**config.mk**
```make
export PLATFORM = sky130hd
export DESIGN_NAME = fmDemodTop
export DESIGN_NICKNAME = d
export VERILOG_FILES = /design/src/logic/demodPkg.sv /design/src/logic/sampleLink.sv /design/src/logic/fmDemodTop.sv /design/src/logic/freqMonitor.sv /design/src/logic/sampleFifo.sv /design/src/logic/fmDiscriminator.sv
export SDC_FILE = /design/constraint.sdc
export NUM_CORES = 2
export LEC_CHECK = 0
export ABC_AREA = 1
export BUFFER_PORTS_ARGS = -buffer_cell sky130_fd_sc_hd__buf_2
export CAP_MARGIN = 20
export CORE_MARGIN = 8
export CORE_UTILIZATION = 55
export CTS_BUF_LIST = sky130_fd_sc_hd__clkbuf_16
export DETAILED_ROUTE_END_ITERATION = 6
export HOLD_SLACK_MARGIN = 0.15
export PLACE_DENSITY = 0.71
export SYNTH_ARGS = -nofsm -noshare
export SYNTH_HDL_FRONTEND = slang
export SYNTH_SLANG_ARGS = --single-unit
```
**constraint.sdc**
```tcl
create_clock -name clk -period 9.2 [get_ports clk]
set_input_delay 0.46 -clock clk [delete_from_list [all_inputs] [get_ports clk]]
set_output_delay 0.46 -clock clk [all_outputs]
set_load 0.01 [all_outputs]
```
**src/logic/demodPkg.sv**
```systemverilog
// Shared types and constants for the FM video and false-lock monitor path.
// Reach the definitions with demodPkg::name from the modules.

package demodPkg;

    localparam int sampleWidth = 18;

    typedef logic signed [sampleWidth-1:0]   sample_t;
    typedef logic signed [2*sampleWidth-1:0] product_t;
    typedef logic [15:0]                     alpha_t;
    typedef logic [3:0]                      dacSel_t;
    typedef logic [1:0]                      cfgAddr_t;

    // monitor DAC sources where unknown codes fall back to I
    localparam dacSel_t dacI          = 4'd0;
    localparam dacSel_t dacQ          = 4'd1;
    localparam dacSel_t dacFmVideo    = 4'd2;
    localparam dacSel_t dacAvgFreq    = 4'd3;
    localparam dacSel_t dacAvgAbsFreq = 4'd4;

    // register block addresses
    localparam cfgAddr_t addrLoop   = 2'd0;
    localparam cfgAddr_t addrOutput = 2'd1;

    // averaged |freq| above this always flags a high offset
    localparam sample_t absLimit = 18'sh10000;

    typedef struct packed {
        alpha_t      falseLockAlpha;
        logic [15:0] falseLockThreshold;
    } cfgLoop_t;

    typedef struct packed {
        logic [26:0] spare;
        dacSel_t     dacSelect;
        logic        iqSwap;
    } cfgOutput_t;

    // one write word whose meaning depends on the address
    typedef union packed {
        cfgLoop_t   loopView;
        cfgOutput_t outputView;
    } cfgWord_u;

endpackage
```
**src/logic/sampleLink.sv**
```systemverilog
// Sample link between pipeline blocks.
// Carries the FM video sample with its I/Q pair forward and credits back.

`timescale 1ns/1ps

interface sampleLink;

    logic               valid;
    demodPkg::sample_t  data;
    demodPkg::sample_t  iData;
    demodPkg::sample_t  qData;
    // one pulse per freed slot downstream
    logic               creditReturn;

    modport sender (
        output valid,
        output data,
        output iData,
        output qData,
        input  creditReturn
    );

    modport receiver (
        input  valid,
        input  data,
        input  iData,
        input  qData,
        output creditReturn
    );

endinterface

```
**src/logic/fmDemodTop.sv**
```systemverilog
// Top level of the FM video and false-lock monitor path.
// Holds the write-only register block and joins discriminator, buffer
// and monitor through two sample links.

`timescale 1ns/1ps

module fmDemodTop #(
    parameter int fifoDepth = 8
) (
    input  logic               clk,
    input  logic               arstN,
    input  logic               sampleEn,
    input  demodPkg::sample_t  iIn,
    input  demodPkg::sample_t  qIn,
    input  logic               carrierLock,
    input  logic               cfgWr,
    input  demodPkg::cfgAddr_t cfgAddr,
    input  logic [31:0]        cfgData,
    output logic               sampleReady,
    output demodPkg::sample_t  dacData,
    output logic               dacSync,
    output logic               highFreqOffset
);

    demodPkg::cfgWord_u cfgWord;
    demodPkg::alpha_t   falseLockAlpha;
    logic [15:0]        falseLockThreshold;
    demodPkg::dacSel_t  dacSelect;
    logic               iqSwap;

    assign cfgWord = cfgData;

    // loop and output registers
    always_ff @(posedge clk or negedge arstN) begin
        if (!arstN) begin
            falseLockAlpha     <= '0;
            falseLockThreshold <= '0;
            dacSelect          <= '0;
            iqSwap             <= 1'b0;
        end else if (cfgWr) begin
            case (cfgAddr)
                demodPkg::addrLoop: begin
                    falseLockAlpha     <= cfgWord.loopView.falseLockAlpha;
                    falseLockThreshold <= cfgWord.loopView.falseLockThreshold;
                end
                demodPkg::addrOutput: begin
                    dacSelect <= cfgWord.outputView.dacSelect;
                    iqSwap    <= cfgWord.outputView.iqSwap;
                end
                default: begin
                    // unused addresses are ignored
                end
            endcase
        end
    end

    sampleLink toBuffer ();
    sampleLink toMonitor ();

    fmDiscriminator #(
        .fifoDepth (fifoDepth)
    ) discriminator (
        .clk         (clk),
        .arstN       (arstN),
        .sampleEn    (sampleEn),
        .iIn         (iIn),
        .qIn         (qIn),
        .iqSwap      (iqSwap),
        .sampleReady (sampleReady),
        .link        (toBuffer)
    );

    sampleFifo #(
        .fifoDepth (fifoDepth)
    ) buffer (
        .clk     (clk),
        .arstN   (arstN),
        .inLink  (toBuffer),
        .outLink (toMonitor)
    );

    freqMonitor monitor (
        .clk            (clk),
        .arstN          (arstN),
        .link           (toMonitor),
        .alpha          (falseLockAlpha),
        .threshold      (falseLockThreshold),
        .dacSelect      (dacSelect),
        .carrierLock    (carrierLock),
        .dacData        (dacData),
        .dacSync        (dacSync),
        .highFreqOffset (highFreqOffset)
    );

endmodule

```
**src/logic/freqMonitor.sv**
```systemverilog
// False-lock monitor and DAC source select.
// Takes one sample every four cycles and shares two multipliers between
// the frequency and absolute frequency averages.

`timescale 1ns/1ps

module freqMonitor (
    input  logic              clk,
    input  logic              arstN,
    sampleLink.receiver       link,
    input  demodPkg::alpha_t  alpha,
    input  logic [15:0]       threshold,
    input  demodPkg::dacSel_t dacSelect,
    input  logic              carrierLock,
    output demodPkg::sample_t dacData,
    output logic              dacSync,
    output logic              highFreqOffset
);

    logic [1:0]         step;
    logic               take;
    demodPkg::sample_t  videoReg;
    demodPkg::sample_t  iReg;
    demodPkg::sample_t  qReg;
    demodPkg::sample_t  absVideo;
    demodPkg::sample_t  coefA;
    demodPkg::sample_t  coefB;
    demodPkg::sample_t  mulOpA;
    demodPkg::sample_t  mulOpB;
    demodPkg::sample_t  avgFreq;
    demodPkg::sample_t  avgAbsFreq;
    demodPkg::sample_t  newFreq;
    demodPkg::sample_t  newAbs;
    demodPkg::product_t prodA;
    demodPkg::product_t prodB;
    demodPkg::product_t prodSum;
    logic [17:0]        freqMag;

    // step 0 idle, 1 freq products, 2 abs products, 3 commit
    assign take              = (step == 2'd0) & link.valid;
    assign link.creditReturn = take;

    always_ff @(posedge clk or negedge arstN) begin
        if (!arstN) begin
            step <= 2'd0;
        end else if (step == 2'd0) begin
            if (link.valid) begin
                step <= 2'd1;
            end
        end else begin
            step <= step + 2'd1;
        end
    end

    always_ff @(posedge clk) begin
        if (take) begin
            videoReg <= link.data;
            iReg     <= link.iData;
            qReg     <= link.qData;
        end
    end

    // a = alpha << 2, b = 2^17 - 1 - a
    assign coefA = {alpha, 2'b00};
    assign coefB = 18'h1ffff - coefA;

    assign absVideo = videoReg[17] ? -videoReg : videoReg;
    assign mulOpA   = (step == 2'd1) ? videoReg : absVideo;
    assign mulOpB   = (step == 2'd1) ? avgFreq : avgAbsFreq;

    // shared multiplier pair
    always_ff @(posedge clk) begin
        prodA <= mulOpA * coefA;
        prodB <= mulOpB * coefB;
        if (step == 2'd2) begin
            newFreq <= prodSum[34:17];
        end
    end

    assign prodSum = prodA + prodB;
    assign newAbs  = prodSum[34:17];
    assign freqMag = newFreq[17] ? 18'(-newFreq) : 18'(newFreq);

    always_ff @(posedge clk or negedge arstN) begin
        if (!arstN) begin
            avgFreq        <= '0;
            avgAbsFreq     <= '0;
            highFreqOffset <= 1'b0;
            dacData        <= '0;
            dacSync        <= 1'b0;
        end else begin
            dacSync <= step == 2'd3;
            if (step == 2'd3) begin
                avgFreq    <= newFreq;
                avgAbsFreq <= newAbs;
                if (newAbs > demodPkg::absLimit) begin
                    highFreqOffset <= 1'b1;
                end else if (freqMag > {2'b00, threshold}) begin
                    // raised only while the carrier loop reports no lock
                    highFreqOffset <= !carrierLock;
                end else begin
                    highFreqOffset <= 1'b0;
                end
                case (dacSelect)
                    demodPkg::dacI:          dacData <= iReg;
                    demodPkg::dacQ:          dacData <= qReg;
                    demodPkg::dacFmVideo:    dacData <= videoReg;
                    demodPkg::dacAvgFreq:    dacData <= newFreq;
                    demodPkg::dacAvgAbsFreq: dacData <= newAbs;
                    default:                 dacData <= iReg;
                endcase
            end
        end
    end

endmodule

```
**src/logic/sampleFifo.sv**
```systemverilog
// Small circular buffer between the discriminator and the monitor.
// Head is offered whenever not empty; each pop sends a credit upstream.

`timescale 1ns/1ps

module sampleFifo #(
    parameter int fifoDepth = 8
) (
    input  logic        clk,
    input  logic        arstN,
    sampleLink.receiver inLink,
    sampleLink.sender   outLink
);

    localparam int ptrWidth   = (fifoDepth > 1) ? $clog2(fifoDepth) : 1;
    localparam int countWidth = $clog2(fifoDepth + 1);

    demodPkg::sample_t     videoMem [fifoDepth];
    demodPkg::sample_t     iMem     [fifoDepth];
    demodPkg::sample_t     qMem     [fifoDepth];
    logic [ptrWidth-1:0]   wrPtr;
    logic [ptrWidth-1:0]   rdPtr;
    logic [countWidth-1:0] count;
    logic                  push;
    logic                  pop;
    logic                  creditPulse;

    // producer credits guarantee room for every push
    assign push = inLink.valid;
    assign pop  = outLink.creditReturn & (count != '0);

    always_ff @(posedge clk) begin
        if (push) begin
            videoMem[wrPtr] <= inLink.data;
            iMem[wrPtr]     <= inLink.iData;
            qMem[wrPtr]     <= inLink.qData;
        end
    end

    always_ff @(posedge clk or negedge arstN) begin
        if (!arstN) begin
            wrPtr       <= '0;
            rdPtr       <= '0;
            count       <= '0;
            creditPulse <= 1'b0;
        end else begin
            if (push) begin
                wrPtr <= (wrPtr == ptrWidth'(fifoDepth - 1)) ? '0 : wrPtr + 1'b1;
            end
            if (pop) begin
                rdPtr <= (rdPtr == ptrWidth'(fifoDepth - 1)) ? '0 : rdPtr + 1'b1;
            end
            count       <= count + countWidth'(push) - countWidth'(pop);
            creditPulse <= pop;
        end
    end

    assign inLink.creditReturn = creditPulse;

    assign outLink.valid = count != '0;
    assign outLink.data  = videoMem[rdPtr];
    assign outLink.iData = iMem[rdPtr];
    assign outLink.qData = qMem[rdPtr];

endmodule

```
**src/logic/fmDiscriminator.sv**
```systemverilog
// Cross-product FM discriminator with optional I/Q swap.
// Sends each video sample with its swapped I/Q two cycles after acceptance,
// and only while it holds enough credits for the downstream buffer.

`timescale 1ns/1ps

module fmDiscriminator #(
    parameter int fifoDepth = 8
) (
    input  logic              clk,
    input  logic              arstN,
    input  logic              sampleEn,
    input  demodPkg::sample_t iIn,
    input  demodPkg::sample_t qIn,
    input  logic              iqSwap,
    output logic              sampleReady,
    sampleLink.sender         link
);

    localparam int creditWidth = $clog2(fifoDepth + 1);

    demodPkg::sample_t  iSwapped;
    demodPkg::sample_t  qSwapped;
    demodPkg::sample_t  iPrev;
    demodPkg::sample_t  qPrev;
    demodPkg::sample_t  iStage;
    demodPkg::sample_t  qStage;
    demodPkg::sample_t  iOut;
    demodPkg::sample_t  qOut;
    demodPkg::sample_t  videoOut;
    demodPkg::product_t prodIq;
    demodPkg::product_t prodQi;
    demodPkg::product_t diff;
    logic               accept;
    logic               stageValid;
    logic               outValid;
    logic [creditWidth-1:0] credits;
    logic [creditWidth-1:0] inFlight;

    assign iSwapped = iqSwap ? qIn : iIn;
    assign qSwapped = iqSwap ? iIn : qIn;

    // samples already accepted but not yet sent
    assign inFlight    = creditWidth'(stageValid) + creditWidth'(outValid);
    assign sampleReady = credits > inFlight;
    assign accept      = sampleEn & sampleReady;

    // previous swapped sample and pipeline valid flags
    always_ff @(posedge clk or negedge arstN) begin
        if (!arstN) begin
            iPrev      <= '0;
            qPrev      <= '0;
            stageValid <= 1'b0;
            outValid   <= 1'b0;
        end else begin
            if (accept) begin
                iPrev <= iSwapped;
                qPrev <= qSwapped;
            end
            stageValid <= accept;
            outValid   <= stageValid;
        end
    end

    // stage 1 products, stage 2 difference
    always_ff @(posedge clk) begin
        if (accept) begin
            prodIq <= iPrev * qSwapped;
            prodQi <= qPrev * iSwapped;
            iStage <= iSwapped;
            qStage <= qSwapped;
        end
        if (stageValid) begin
            videoOut <= diff[34:17];
            iOut     <= iStage;
            qOut     <= qStage;
        end
    end

    assign diff = prodIq - prodQi;

    // one credit spent per send, one back per return pulse
    always_ff @(posedge clk or negedge arstN) begin
        if (!arstN) begin
            credits <= creditWidth'(fifoDepth);
        end else begin
            credits <= credits - creditWidth'(outValid) + creditWidth'(link.creditReturn);
        end
    end

    assign link.valid = outValid;
    assign link.data  = videoOut;
    assign link.iData = iOut;
    assign link.qData = qOut;

endmodule

```
# [After elaboration in Yosys (flattened, before gate mapping)]
# Memory sizes are Yosys's and may differ from the RTL's. A register that Yosys moved wholly into a read port is not among the register bits.
# Index checks and enable logic that the tools add are counted.
[totals] reg_bits=394 n_memories=3 mem_bits_rw=432 inputBits=75
[classes] n_mux=15 reduce_logical=6 magnitude_cmp=3 n_eq_ne=11 n_addsub=13 n_mul=4 bitwise=3
[mem_list] memory="buffer.iMem" words=8 width=18 rd=1 rd_clocked_by_memory_dff=1 write_ports=1 line_no="sampleFifo.sv:19" source="demodPkg::sample_t iMem [fifoDepth];"
[mem_list] memory="buffer.qMem" words=8 width=18 rd=1 rd_clocked_by_memory_dff=1 write_ports=1 line_no="sampleFifo.sv:20" source="demodPkg::sample_t qMem [fifoDepth];"
[mem_list] memory="buffer.videoMem" words=8 width=18 rd=1 rd_clocked_by_memory_dff=1 write_ports=1 line_no="sampleFifo.sv:18" source="demodPkg::sample_t videoMem [fifoDepth];"
[ops] cell="18-bit 2-to-1 mux" n=6
[ops] cell="18-bit by 18-bit multiplier with 35-bit output" n=3
[ops] cell="18-bit case mux with 4 select lines" n=1
[ops] cell="18-bit negation" n=2
[ops] cell="35-bit adder" n=1
[ops] cell="35-bit subtractor" n=1
[ops] cell="18-bit by 16-bit multiplier with 33-bit output" n=1
[ops] cell="18-bit by 16-bit greater-than comparator with 1-bit output" n=1
[ops] cell="18-bit greater-than comparator (second input constant)" n=1
[ops] cell="17-bit by 18-bit subtractor with 18-bit output (first input constant)" n=1
[ops] cell="4-bit by 1-bit adder with 4-bit output" n=2
[ops] cell="4-bit by 2-bit equality test with 1-bit output (second input constant)" n=2
[ops] cell="4-bit by 1-bit subtractor with 4-bit output" n=2
[ops] cell="3-bit by 1-bit adder with 3-bit output (second input constant)" n=2
[ops] cell="3-bit equality test (second input constant)" n=2
[ops] cell="3-bit 2-to-1 mux" n=2
[ops] cell="2-bit by 1-bit equality test with 1-bit output (second input constant)" n=2
[ops] cell="2-bit equality test (second input constant)" n=2
[ops] cell="4-bit by 1-bit equality test with 1-bit output (second input constant)" n=1
[ops] cell="4-bit by 3-bit equality test with 1-bit output (second input constant)" n=1
[ops] cell="4-bit greater-than comparator" n=1
[ops] cell="2-bit zero test" n=2
[ops] cell="1-bit 2-to-1 mux" n=4
[ops] cell="2-bit 2-to-1 mux" n=2
[ops] cell="other kinds (7)" n=10

# [Logic depth before layout (Yosys ltp)]
[depth] depth_word=5 mapped_depth=37 ltp_nobuf=36

# [By module]
# Synthesis repeated with hierarchy kept, for this count alone.
[hier_totals] hier_cells=9944 area_unflattened_um2=86709.4
[by_module_without_submodules] mod="fmDiscriminator" area_each_um2=33514.6 seq_area_each_um2=5856.9 n_inst=1 cells_each=3902
[by_module_without_submodules] mod="freqMonitor" area_each_um2=32324.8 seq_area_each_um2=4934.7 n_inst=1 cells_each=3945
[by_module_without_submodules] mod="sampleFifo" area_each_um2=19366.1 seq_area_each_um2=13247.7 n_inst=1 cells_each=1935
[by_module_without_submodules] mod="fmDemodTop" area_each_um2=1503.9 seq_area_each_um2=925.9 n_inst=1 cells_each=162

# [Worst setup path before layout]
# OpenSTA, ideal clock, no wires.
[synth_path] kind="register to register" startpoint="register monitor.videoReg[0], read port of buffer.videoMem" endpoint="register monitor.prodA[33]" arrival_ns=6.635 setup_slack_ns=2.494 path_buffers=2 path_stages_with_launch=38 path_cell_list="edfxtp_1 buf_6 inv_6 ha_1 inv_1 nor3_1 nand2_1 inv_1 nand3_1 nor2_1 a21oi_1 or2_2 nand2_1 buf_2 nand2_1 fa_1 fa_1 inv_1 (+2 left out) fa_1 inv_1 fa_1 inv_1 fa_1 inv_1 ha_1 nand2_1 nor2_1 nand3_1 nand3_1 a21oi_1 o21ai_1 nand2_1 nand2_1 nand2_1 nand2_1 xor2_1"
[synth_via] elab_chain_len=4
[synth_lines] element="from (decl)" line_no="freqMonitor.sv:22" source="demodPkg::sample_t videoReg;"
[synth_lines] element="18-bit negation" line_no="freqMonitor.sv:67" source="assign absVideo = videoReg[17] ? -videoReg : videoReg;"
[synth_lines] element="18-bit 2-to-1 mux" line_no="freqMonitor.sv:67"
[synth_lines] element="18-bit 2-to-1 mux (*)" line_no="freqMonitor.sv:68" source="assign mulOpA = (step == 2'd1) ? videoReg : absVideo;"
[synth_lines] element="18-bit by 16-bit multiplier with 33-bit output (*)" line_no="freqMonitor.sv:73" source="prodA <= mulOpA * coefA;"
[synth_lines] element="to (signal assigned)" line_no="freqMonitor.sv:73"
[synth_lines] element="to (decl)" line_no="freqMonitor.sv:34" source="demodPkg::product_t prodA;"
# Mark *: on every way between the ends. The rest lies on a longest branch, timed or not.
# A chain may end at the register's enable or synchronous reset.

# [Worst setup path after layout]
# Ends and elaborated chain as after synthesis.

==> results.json <==
{
  "yosysWarningCount": 0,
  "h-tree-depth": 3,
  "fp.dieW_um": 403,
  "fin_ws_ns": 0.881,
  "fin_nets": 10700,
  "hold_depth": 3,
  "vias": 60600,
  "setup_viol": 0,
  "total_power_mw": 20.4,
  "initial_core_util_pct": 55.2,
  "pwr-share-seq_pct": 23.1,
  "cellPowerDensity_nw_per_um2": 230,
  "first_pass_iters": 6,
  "gr-usage-met2_pct": 45.6,
  "routed_via_density": 5.51,
  "p_int_mw": 10.9,
  "regArea_um2": 25000,
  "holdWs_ns": 0.219,
  "cpMaxStageDelayCell": "edfxtp_1",
  "vdd_drop_max_v": 0.000741,
  "p_sw_mw": 9.50,
  "grt.busiest_layer": "met2",
  "pin_count": 96,
  "cp_max_fo": 16,
  "slew_violations": 0,
  "slowest_delay_ns": 0.71,
  "required_ns": 9.74,
  "hpwl_um": 178000,
  "fin_area_um2": 88800,
  "p_sw_share_pct": 46.5,
  "utilization_pct": 59.4,
  "drive_above_1_share_pct": 4.40,
  "synthDistinctLibCells": 54,
  "hold_violations": 0,
  "cts_setup_buffers": 0,
  "worst_setup_path_start_kind": "register",
  "worstSetupEndpointType": "register",
  "insertion_delay_ns": 0.73,
  "leakage_nw": 40.3,
  "fillers": 12700,
  "drc_errors": 0,
  "worstPathArrival_ns": 8.86,
  "outcome": "complete, no violations",
  "grt_pass1_wl_um": 362000,
  "grt_max_degree": 111,
  "drt_iter0_drc": 5995,
  "ys_seq_area_share_pct": 30.3,
  "min_period_over_period_pct": 90.4,
  "drv_cap": 0,
  "fin_skew_ns": 0.101,
  "overflow": 0,
  "ys_seq_elements": 878,
  "post_drt_wl_per_cell_um": 21.0,
  "cts_tree": "built",
  "met1_usage_pct": 39.6,
  "coreArea_um2": 149000,
  "fmax_ghz": 0.120,
  "grtUsageTotal_pct": 28.7,
  "finalSetupTns_ns": 0,
  "path_common_cell": "inv_1",
  "crit_start": "monitor.videoReg[0]",
  "rows": 142,
  "gp_congestion": 0.957,
  "clkPwrFrac_pct": 19.8,
  "fin_crit_ns": 8.32,
  "clk_pin_slew_worst_paths_ns": 0.07,
  "dpl_worst_slack_ns": 1.03,
  "die_y_um": 403,
  "rsz0062_at_grt": "false",
  "crit_buf_inv": 9,
  "hold_start": "cfgAddr[1]",
  "syn2layout_area_growth_pct": 7.67,
  "placed_area_um2": 85100,
  "tightest_slew_ns": 1.09,
  "routed_wl_um": 231000,
  "cts-root-buf": "clkbuf_16",
  "antenna_found_initial": 7,
  "max_slew_margin_pct": 27.6,
  "cts_buffers": 95,
  "dp_cells": 10800,
  "cp.depth": 35,
  "combPwrFrac_pct": 57.1,
  "r2r_cells": 35,
  "multi_input_area_um2": 49400,
  "portBuffers": 95,
  "critPathKind": "register to register",
  "critical_path.top_delay_family": "adder cells",
  "netlist_area_um2": 82500,
  "min_path_type": "input pin to register",
  "timing.rr.start": "monitor.videoReg[0]",
  "ant_nets": 0,
  "grt.met3_usage_pct": 5.64,
  "syn_nets": 10700,
  "grt_pass1_vias": 62900,
  "die-area_um2": 163000,
  "synthCells": 8869,
  "cts_resized": 0,
  "clock_sinks": 878,
  "fin_cells": 11000,
  "clockBufferDepth": 3,
  "avgSynthCellArea_um2": 9.30
}
==> layout by cell type, fill, tap and decap left out, types with 26 or more instances in the layout <==
cell type      netlist  routed
dfxtp_1             66      66
xor2_1             123     123
xnor2_1             77      77
a31oi_1             63      63
edfxtp_1           664     664
o22ai_1             72      72
a21oi_1            242     242
nand2_1           1575    1573
fa_1              1252    1252
nor2_1            1158    1150
clkinv_1            34      50
nand4_1             26      26
buf_2                8      94
nor3_1              55      55
ha_1               459     458
o21ai_0            443     435
buf_4                0      77
dlygate4sd3_1        0      33
nand3_1            107     107
clkbuf_16            0      95
inv_1             1842    1854
dfrtp_1            147     143
==> sequential cells by signal (all words and copies together), names as in the netlist, 33 cells and up <==
| register | cells |
|---|---|
| monitor.prodB | 33 |
| discriminator.prodQi | 35 |
| buffer.videoMem | 144 |
| monitor.prodA | 33 |
| discriminator.prodIq | 35 |
| buffer.qMem | 144 |
| buffer.iMem | 144 |
==> kinds of logic after synthesis <==
group / synth area share [%]
AOI/OAI and AO/OA: 6.21
adders and majority gates: 37.4
buffers and inverters: 9.88
and+or+nand+nor: 14.2
DFF: 30.3
xor gates and xnor gates: 2.12
==> power groups by stage <==
stage	combinational, mW	sequential [mW]	clock (mW)
after floorplan	8.01	4.66	0
after global placement	11.5	4.79	0
after detailed placement	11.5	4.79	0
after CTS	11.6	4.70	4.10
after global routing	13.0	4.72	4.26
final	11.7	4.72	4.05
==> area by class of cell <==
| class | instances | area share [%] |
|---|---|---|
| Antenna cell | 2 | 0.00564 |
| Clock buffer | 95 | 2.68 |
| Clock inverter | 84 | 1.08 |
| Inverter | 1887 | 7.99 |
| Multi-Input combinational cell | 5829 | 55.7 |
| Sequential cell | 878 | 28.1 |
| Tap cell | 2016 | 2.84 |
| Timing Repair Buffer | 207 | 1.60 |
==> path summary, 6_finish.rpt <==
check / slack [ns] / end
max: 0.88 / monitor.prodA[33]
max in group asynchronous: 6.90 / falseLockThreshold[2]
min: 0.22 / dacSelect[3]
max reg2reg: 0.88 / monitor.prodA[33]
min in group asynchronous: 0.31 / falseLockAlpha[9]
min reg2reg: 0.42 / discriminator.link.iData[11]
==> synth_stat cells (all sizes together) <==
cell / count / area [µm²]
a221oi: 4 / 35.0
o211a: 1 / 10.0
nor4: 17 / 106
o21bai: 16 / 120
nand3: 108 / 553
and3: 1 / 6.26
a22oi: 1 / 7.51
a31oi: 63 / 394
fa: 1252 / 25100
a211oi: 3 / 22.5
o2111ai: 1 / 8.76
nor3: 56 / 292
a41oi: 1 / 8.76
dfrtp: 147 / 3680
edfxtp: 664 / 19900
buf: 30 / 138
or2: 24 / 150
clkinv: 34 / 128
o21ai: 461 / 2320
dfstp: 1 / 26.3
o221ai: 7 / 61.3
o31ai: 4 / 30.0
a21boi: 10 / 75.1
o2111a: 1 / 11.3
a21o: 25 / 188
nand2: 1582 / 5960
xnor2: 77 / 674
dfxtp: 66 / 1320
o311ai: 1 / 8.76
o211ai: 11 / 82.6
clkbuf: 245 / 920
a31o: 1 / 8.76
nand4: 26 / 163
nand3b: 9 / 67.6
a21oi: 243 / 1220
xor2: 123 / 1080
ha: 459 / 5740
nor2: 1161 / 4390
o22ai: 72 / 450
inv: 1853 / 6960
o21a: 8 / 60.1
==> worst reg2reg max path, delay by kind of cell, from the launching register on <==
| family | cells | cell delay (ns) |
|---|---|---|
| simple gates | 13 | 2.27 |
| flops | 1 | 0.71 |
| fa+ha+maj | 8 | 3.37 |
| buf+inv | 9 | 0.94 |
| compound gates | 4 | 0.72 |
| xor+xnor | 1 | 0.13 |
==> repair_timing <==
| item | in CTS | in global routing |
|---|---|---|
| endpoints found under the hold margin | 83 | 0 |
| hold buffers | 33 | 0 |
| endpoints found under the setup margin | 0 | 0 |
==> routing by layer <==
metal  up-vias  share of wire [%]
met5         -             0.0056
met4         2                4.1
met3       500                9.1
met2      2710                 46
met1     30100                 41
li1      27200                  -
No activity file was read; power rests on OpenSTA's default activity.
